===== config.mk =====
export PLATFORM = sky130hd
export DESIGN_NAME = riscv_core
export DESIGN_NICKNAME = d
export VERILOG_FILES = /design/src/rtl/core_pkg.sv /design/src/rtl/fetch_unit.sv /design/src/rtl/register_file.sv /design/src/rtl/decode_unit.sv /design/src/rtl/execute_unit.sv /design/src/rtl/riscv_core.sv
export SDC_FILE = /design/constraint.sdc
export NUM_CORES = 2
export LEC_CHECK = 0
export ABC_AREA = 1
export ABC_CLOCK_PERIOD_IN_PS = 113600
export BUFFER_PORTS_ARGS = -buffer_cell sky130_fd_sc_hd__buf_2
export CAP_MARGIN = 20
export CORE_MARGIN = 8
export CORE_UTILIZATION = 50
export DETAILED_ROUTE_END_ITERATION = 10
export PLACE_DENSITY_LB_ADDON = 0.12
export SLEW_MARGIN = 0
export SYNTH_ARGS = -nofsm -noshare
export SYNTH_HDL_FRONTEND = slang
export SYNTH_SLANG_ARGS = --single-unit

===== constraint.sdc =====
create_clock -name clk -period 113.6 [get_ports clk]
set_input_delay 5.68 -clock clk [delete_from_list [all_inputs] [get_ports clk]]
set_output_delay 5.68 -clock clk [all_outputs]
set_load 0.02 [all_outputs]

===== src/rtl/core_pkg.sv =====
`default_nettype none

package core_pkg;

    // Data and address width, fixed by RV32I
    localparam int xlen = 32;

    typedef logic [4:0]      reg_addr_t;
    typedef logic [xlen-1:0] word_t;

    // ADDI x0, x0, 0
    localparam word_t nop_instr = 32'h0000_0013;

    // OP_NOP must stay at zero so an all-zero decode entry is a bubble
    typedef enum logic [3:0] {
        OP_NOP  = 4'd0,
        OP_ADD  = 4'd1,
        OP_SUB  = 4'd2,
        OP_AND  = 4'd3,
        OP_OR   = 4'd4,
        OP_XOR  = 4'd5,
        OP_SLT  = 4'd6,
        OP_ADDI = 4'd7,
        OP_BEQ  = 4'd8,
        OP_BNE  = 4'd9,
        OP_JAL  = 4'd10
    } op_e;

    // Fetch/decode register entry
    typedef struct packed {
        word_t pc;
        word_t instr;
    } fetch_t;

    // Decode/execute register entry
    typedef struct packed {
        op_e       op;
        reg_addr_t rd;
        logic      rd_valid;
        reg_addr_t rs1;
        reg_addr_t rs2;
        word_t     rs1_value;
        word_t     rs2_value;
        word_t     imm;
        word_t     pc;
    } decode_t;

    // One register write leaving the pipeline
    typedef struct packed {
        reg_addr_t rd;
        word_t     value;
    } retire_t;

    // Branch outcome from execute
    typedef struct packed {
        logic  taken;
        word_t target;
    } redirect_t;

endpackage

`default_nettype wire


===== src/rtl/fetch_unit.sv =====
`default_nettype none

module fetch_unit import core_pkg::*; #(
    parameter word_t reset_pc = '0
) (
    input  logic      clk,
    input  logic      rst,
    input  word_t     instr_in,
    input  logic      fetch_stall,
    input  redirect_t redirect,
    output word_t     pc_out,
    output fetch_t    fetch
);

    // Address of the word arriving on instr_in this cycle
    word_t resp_pc;
    // Low when that word belongs to an abandoned request
    logic  resp_valid;
    logic  lost;
    logic  accept;

    // A stalled word only needs a refetch if it was wanted
    assign lost   = fetch_stall && resp_valid;
    assign accept = resp_valid && !fetch_stall && !redirect.taken;

    always_ff @(posedge clk or posedge rst) begin
        if (rst) begin
            pc_out     <= reset_pc;
            resp_pc    <= reset_pc;
            resp_valid <= 1'b0;
        end else begin
            resp_pc    <= pc_out;
            // Word of the current request comes back out of order after a refetch
            resp_valid <= !redirect.taken && !lost;
            if (redirect.taken) begin
                pc_out <= redirect.target;
            end else if (lost) begin
                pc_out <= resp_pc;
            end else begin
                pc_out <= pc_out + 32'd4;
            end
        end
    end

    // Fetch/decode register, bubbles for dropped words
    always_ff @(posedge clk or posedge rst) begin
        if (rst) begin
            fetch <= '{pc: reset_pc, instr: nop_instr};
        end else begin
            fetch.pc    <= resp_pc;
            fetch.instr <= accept ? instr_in : nop_instr;
        end
    end

    // Execute targets and refetches both keep the stream word aligned
    assert property (@(posedge clk) disable iff (rst) pc_out[1:0] == 2'b00)
        else $error("fetch_unit: pc_out %h not word aligned", pc_out);

endmodule

`default_nettype wire


===== src/rtl/register_file.sv =====
`default_nettype none

module register_file import core_pkg::*; (
    input  logic      clk,
    input  logic      rst,
    input  reg_addr_t rs1,
    input  reg_addr_t rs2,
    input  logic      wr_en,
    input  retire_t   wr,
    output word_t     rs1_value,
    output word_t     rs2_value
);

    // x0 is not stored
    word_t regs [1:31];

    // Same-cycle write shows through to the reader
    function automatic word_t read_port(reg_addr_t addr);
        word_t value;
        if (addr == '0) begin
            value = '0;
        end else if (wr_en && wr.rd == addr) begin
            value = wr.value;
        end else begin
            value = regs[addr];
        end
        return value;
    endfunction

    always_comb begin
        rs1_value = read_port(rs1);
        rs2_value = read_port(rs2);
    end

    always_ff @(posedge clk or posedge rst) begin
        if (rst) begin
            for (int i = 1; i < 32; i++) begin
                regs[i] <= '0;
            end
        end else if (wr_en && wr.rd != '0) begin
            regs[wr.rd] <= wr.value;
        end
    end

    // Decode never marks x0 as a destination, so execute never retires it
    assert property (@(posedge clk) disable iff (rst) wr_en |-> wr.rd != '0)
        else $error("register_file: write to x0");

endmodule

`default_nettype wire


===== src/rtl/decode_unit.sv =====
`default_nettype none

module decode_unit import core_pkg::*; (
    input  logic      clk,
    input  logic      rst,
    input  fetch_t    fetch,
    input  redirect_t redirect,
    input  word_t     rs1_value,
    input  word_t     rs2_value,
    output reg_addr_t rs1,
    output reg_addr_t rs2,
    output decode_t   decoded
);

    localparam logic [6:0] opc_op     = 7'b0110011;
    localparam logic [6:0] opc_op_imm = 7'b0010011;
    localparam logic [6:0] opc_branch = 7'b1100011;
    localparam logic [6:0] opc_jal    = 7'b1101111;

    // All-zero entry is OP_NOP with no destination
    localparam decode_t nop_entry = '0;

    word_t      instr;
    logic [6:0] opcode;
    logic [2:0] funct3;
    logic [6:0] funct7;
    op_e        op;
    word_t      imm;
    decode_t    entry;

    assign instr  = fetch.instr;
    assign opcode = instr[6:0];
    assign funct3 = instr[14:12];
    assign funct7 = instr[31:25];
    assign rs1    = instr[19:15];
    assign rs2    = instr[24:20];

    // Anything outside the subset becomes a bubble
    always_comb begin
        op = OP_NOP;
        case (opcode)
            opc_op: begin
                if (funct7 == 7'b0000000) begin
                    case (funct3)
                        3'b000:  op = OP_ADD;
                        3'b010:  op = OP_SLT;
                        3'b100:  op = OP_XOR;
                        3'b110:  op = OP_OR;
                        3'b111:  op = OP_AND;
                        default: op = OP_NOP;
                    endcase
                end else if (funct7 == 7'b0100000 && funct3 == 3'b000) begin
                    op = OP_SUB;
                end
            end
            opc_op_imm: begin
                if (funct3 == 3'b000) begin
                    op = OP_ADDI;
                end
            end
            opc_branch: begin
                if (funct3 == 3'b000) begin
                    op = OP_BEQ;
                end else if (funct3 == 3'b001) begin
                    op = OP_BNE;
                end
            end
            opc_jal: op = OP_JAL;
            default: op = OP_NOP;
        endcase
    end

    // I, B or J immediate
    always_comb begin
        case (opcode)
            opc_branch: imm = {{20{instr[31]}}, instr[7], instr[30:25], instr[11:8], 1'b0};
            opc_jal:    imm = {{12{instr[31]}}, instr[19:12], instr[20], instr[30:21], 1'b0};
            default:    imm = {{20{instr[31]}}, instr[31:20]};
        endcase
    end

    always_comb begin
        entry           = nop_entry;
        entry.op        = op;
        entry.rd        = instr[11:7];
        entry.rd_valid  = (op inside {OP_ADD, OP_SUB, OP_AND, OP_OR, OP_XOR, OP_SLT,
                                      OP_ADDI, OP_JAL}) && instr[11:7] != '0;
        entry.rs1       = rs1;
        entry.rs2       = rs2;
        entry.rs1_value = rs1_value;
        entry.rs2_value = rs2_value;
        entry.imm       = imm;
        entry.pc        = fetch.pc;
    end

    // Decode/execute register, squashed behind a taken branch
    always_ff @(posedge clk or posedge rst) begin
        if (rst) begin
            decoded <= nop_entry;
        end else if (redirect.taken) begin
            decoded <= nop_entry;
        end else begin
            decoded <= entry;
        end
    end

    // Forwarding and the retire rule rely on this
    assert property (@(posedge clk) disable iff (rst) decoded.rd_valid |-> decoded.rd != '0)
        else $error("decode_unit: rd_valid with rd x0");

endmodule

`default_nettype wire


===== src/rtl/execute_unit.sv =====
`default_nettype none

module execute_unit import core_pkg::*; (
    input  logic      clk,
    input  logic      rst,
    input  decode_t   decoded,
    output redirect_t redirect,
    output logic      retire_valid,
    output retire_t   retire
);

    word_t op_a;
    word_t op_b;
    word_t result;
    logic  less;
    logic  taken;

    // Bypass from the writeback register
    // One instruction further back is covered by register file write-through
    always_comb begin
        op_a = decoded.rs1_value;
        op_b = decoded.rs2_value;
        if (retire_valid && retire.rd == decoded.rs1) begin
            op_a = retire.value;
        end
        if (retire_valid && retire.rd == decoded.rs2) begin
            op_b = retire.value;
        end
    end

    assign less = $signed(op_a) < $signed(op_b);

    always_comb begin
        result = '0;
        taken  = 1'b0;
        case (decoded.op)
            OP_ADD:  result = op_a + op_b;
            OP_SUB:  result = op_a - op_b;
            OP_AND:  result = op_a & op_b;
            OP_OR:   result = op_a | op_b;
            OP_XOR:  result = op_a ^ op_b;
            OP_SLT:  result = {{(xlen-1){1'b0}}, less};
            OP_ADDI: result = op_a + decoded.imm;
            OP_BEQ:  taken = op_a == op_b;
            OP_BNE:  taken = op_a != op_b;
            OP_JAL: begin
                // Link value
                result = decoded.pc + 32'd4;
                taken  = 1'b1;
            end
            default: result = '0;
        endcase
    end

    // Branch and jump targets share one adder
    assign redirect = '{taken: taken, target: decoded.pc + decoded.imm};

    always_ff @(posedge clk or posedge rst) begin
        if (rst) begin
            retire_valid <= 1'b0;
        end else begin
            retire_valid <= decoded.rd_valid;
        end
    end

    // Writeback payload
    always_ff @(posedge clk) begin
        retire.rd    <= decoded.rd;
        retire.value <= result;
    end

    assert property (@(posedge clk) disable iff (rst)
        redirect.taken |-> decoded.op inside {OP_BEQ, OP_BNE, OP_JAL})
        else $error("execute_unit: redirect taken for op %s", decoded.op.name());

endmodule

`default_nettype wire


===== src/rtl/riscv_core.sv =====
`default_nettype none

module riscv_core import core_pkg::*; #(
    parameter word_t reset_pc = 32'h0000_0000
) (
    input  logic    clk,
    input  logic    rst,
    input  word_t   instr_in,
    input  logic    fetch_stall,
    output word_t   pc_out,
    output logic    retire_valid,
    output retire_t retire
);

    fetch_t    fetch;
    decode_t   decoded;
    redirect_t redirect;
    reg_addr_t rs1;
    reg_addr_t rs2;
    word_t     rs1_value;
    word_t     rs2_value;

    fetch_unit #(
        .reset_pc(reset_pc)
    ) u_fetch (
        .clk(clk),
        .rst(rst),
        .instr_in(instr_in),
        .fetch_stall(fetch_stall),
        .redirect(redirect),
        .pc_out(pc_out),
        .fetch(fetch)
    );

    decode_unit u_decode (
        .clk(clk),
        .rst(rst),
        .fetch(fetch),
        .redirect(redirect),
        .rs1_value(rs1_value),
        .rs2_value(rs2_value),
        .rs1(rs1),
        .rs2(rs2),
        .decoded(decoded)
    );

    // Read by decode, written from the writeback register
    register_file u_regs (
        .clk(clk),
        .rst(rst),
        .rs1(rs1),
        .rs2(rs2),
        .wr_en(retire_valid),
        .wr(retire),
        .rs1_value(rs1_value),
        .rs2_value(rs2_value)
    );

    execute_unit u_execute (
        .clk(clk),
        .rst(rst),
        .decoded(decoded),
        .redirect(redirect),
        .retire_valid(retire_valid),
        .retire(retire)
    );

endmodule

`default_nettype wire


==> impl_metrics.tcl <==
set metrics [dict create \
    via_per_inst 6.35 \
    fin_crit_ns 10.15 \
    postCtsSetupBuffers 0 \
    crit_fanout 110 \
    slew_viol_final 0 \
    totalWireLength_mm 324 \
    cp_cell_sequence "buf_2 > inv_8 > buf_16 > buf_4 > buf_4 > buf_4 > buf_4 > buf_4" \
    path_depth 8 \
    r2r_cells 21 \
    synth-async-reset-ratio 0.971 \
    initial_utilization 0.504 \
    track_usage 0.395 \
    rsz0062_at_grt "no" \
    finalHoldViolCount 0 \
    die_x_um 399 \
    drtIter0Drc 10100 \
    syn_nets 10200 \
    overflow 0 \
    antenna_found_initial 7 \
    ys_seq_area_frac 0.439 \
    synthCells 9957 \
    final_cell_area_um2 80000 \
    fin_skew_ns 0.0327 \
    ioPinCount 105 \
    fillers 14100 \
    cts_resized 0 \
    grt_pass1_wl_mm 472 \
    ys_ff_latch 1296 \
    die_area_um2 159000 \
    setup_tns_ns 0 \
    wl_per_cell_um 27.8 \
    timing.hold.ws_ns 0.342 \
    cts_buffer_depth 3 \
    numCtsBuffers 150 \
    synth.area.top_cells "dfrtp_1, o21ai_0, nand2_1, a21oi_1, nand3_1" \
    tightest_slew_ns 1.23 \
    min-delay-path-class "reg2reg" \
    critical-path-max-stage-delay_ns 0.88 \
    drc 0 \
    power_density_nw_per_um2 17.7 \
    crit_start "rst" \
    yosysTopAreaCellShare 0.428 \
    drtPass1Iterations 7 \
    worstSkewPairLatency_ns 0.80 \
    synth_top_flop_cell "dfrtp_1" \
    core_area_um2 146000 \
    ant_nets 0 \
    synth_edf_count 0 \
    path_buf_inv 8 \
    maxSlewHeadroom 0.183 \
    portBuffers 104 \
    worstPathRequired_ns 114.41 \
    yosysWarnings 0 \
    area_growth_pct 9.00 \
    crit_arrival_ns 10.96 \
    vias 73900 \
    nets 9801 \
    place.gp.congestion 1.01 \
    htreeDepth 4 \
    yosysMostFrequentCell "nand2_1" \
    layout-drive-gt1-share 0.0638 \
    status "complete, no violations" \
    cp-start-kind "primary input" \
    timing.final.crit_share 0.0893 \
    num_rows 140 \
    yosysTopAreaCell "dfrtp_1" \
    dp_hpwl_mm 194 \
    setup_viol 0 \
    grt_max_degree 181 \
    root_buffer "clkbuf_16" \
    fmax_mhz 98.6 \
    syn_area_per_cell_um2 7.37 \
    synth.distinct_cells 58 \
    rr_startpoint "u_execute.retire[34]$_DFF_P_" \
    layoutNonFillerInstCount 11600 \
    endpoint_kind "async pin" \
    r2r_slack_ns 107.01 \
    r2r-end "u_fetch.pc_out[27]$_DFF_PP0_" \
    grt_pass1_vias 69700 \
    cp_slowest_cell "buf_4" \
    netlist_top_cells_count "nand2_1, o21ai_0, dfrtp_1, nor2_1, inv_1" \
    cpLargestDelayFamily "buffers and inverters" \
    cts-hold-fix-buffers 0 \
    cts_tree "done" \
    worstSetupEndpoint "u_regs.regs[149]$_DFFE_PP0P_" \
    crit_top_cell "buf_4" \
    max_cap_violations 0 \
    dpl_cell_area_um2 74800 \
    antenna_cells 0 \
    synth_area_um2 73400 \
    cts.clk_slew.worst_paths_ns 0.06 \
    crit_type "in2async" \
    leakagePower_nw 35.8 \
    irDropWorstVdd_mv 0.0143 \
    die_h_um 399 \
    cts_sinks 1296 \
    dp_cells 11400 \
]
[state kept, by name (all words and copies together), names as in the netlist]
name                    cells
u_execute.retire_valid      1
u_regs.regs               992
u_decode.decoded          137
u_fetch.fetch              64
u_fetch.resp_valid          1
u_execute.retire           37
u_fetch.pc_out             32
u_fetch.resp_pc            32
[power by group]
part | internal (mW) | switching (mW)
clock network | 0.285 | 0.208
registers | 0.510 | 0.0562
logic | 0.102 | 0.256
[per-stage QoR]
step,utilization,total power [mW],worst slack [ns]
6_report,0.549,1.42,103.45
5_1_grt,0.549,1.48,102.75
4_1_cts,0.548,1.41,103.34
3_5_place_dp,0.513,0.918,102.48
3_3_place_gp,0.513,0.915,102.52
2_1_floorplan,-,0.781,72.45
[worst min path at each step]
stage | startpoint | endpoint | slack (ns) | cells past startpoint
3_5_place_dp | u_decode.decoded[139]$_DFF_PP0_ | u_execute.retire[32]$_DFF_P_ | 0.33 | 0
5_1_grt | u_decode.decoded[142]$_DFF_PP0_ | u_execute.retire[35]$_DFF_P_ | 0.34 | 0
3_3_place_gp | u_decode.decoded[143]$_DFF_PP0_ | u_execute.retire[36]$_DFF_P_ | 0.33 | 0
6_report | u_decode.decoded[141]$_DFF_PP0_ | u_execute.retire[34]$_DFF_P_ | 0.34 | 0
4_1_cts | u_decode.decoded[142]$_DFF_PP0_ | u_execute.retire[35]$_DFF_P_ | 0.34 | 0
2_1_floorplan | u_decode.decoded[139]$_DFF_PP0_ | u_execute.retire[32]$_DFF_P_ | 0.32 | 0
[routing by layer]
metal,up-vias,part of all wire,track usage
li1,32800,-,-
met1,35500,0.39,0.518
met2,4557,0.44,0.607
met3,1055,0.10,0.0820
met4,10,0.067,0.226
met5,-,0.00023,0
[cell type report]
| type | instances | area [µm²] | area share |
|---|---|---|---|
| Multi-Input combinational cell | 7169 | 35600 | 0.445 |
| Clock inverter | 41 | 489 | 0.00611 |
| Tap cell | 1917 | 2400 | 0.0300 |
| Timing Repair Buffer | 256 | 1940 | 0.0242 |
| Clock buffer | 235 | 4510 | 0.0563 |
| Inverter | 731 | 2790 | 0.0349 |
| Sequential cell | 1296 | 32300 | 0.403 |
[cell families after synthesis]
family	count (synthesis)	synth area share
adder cells (fa/ha/maj)	162	0.0279
AO/OA/AOI/OAI	3080	0.232
AND/OR/NAND/NOR	3869	0.215
buffers and inverters	1492	0.0788
flip-flops	1296	0.439
XOR/XNOR	58	0.00692
[layout by cell type (no fill, tap or decap), types with 152 or more instances in the layout]
cell and n:
nand3_1 652, nor2_1 814, o221ai_1 223, inv_1 708, nand2_1 2166, clkbuf_16 152, dfrtp_1 1246, ha_1 159
a21oi_1 686, o21ai_0 1874
Power figures use the tool's default switching activity.
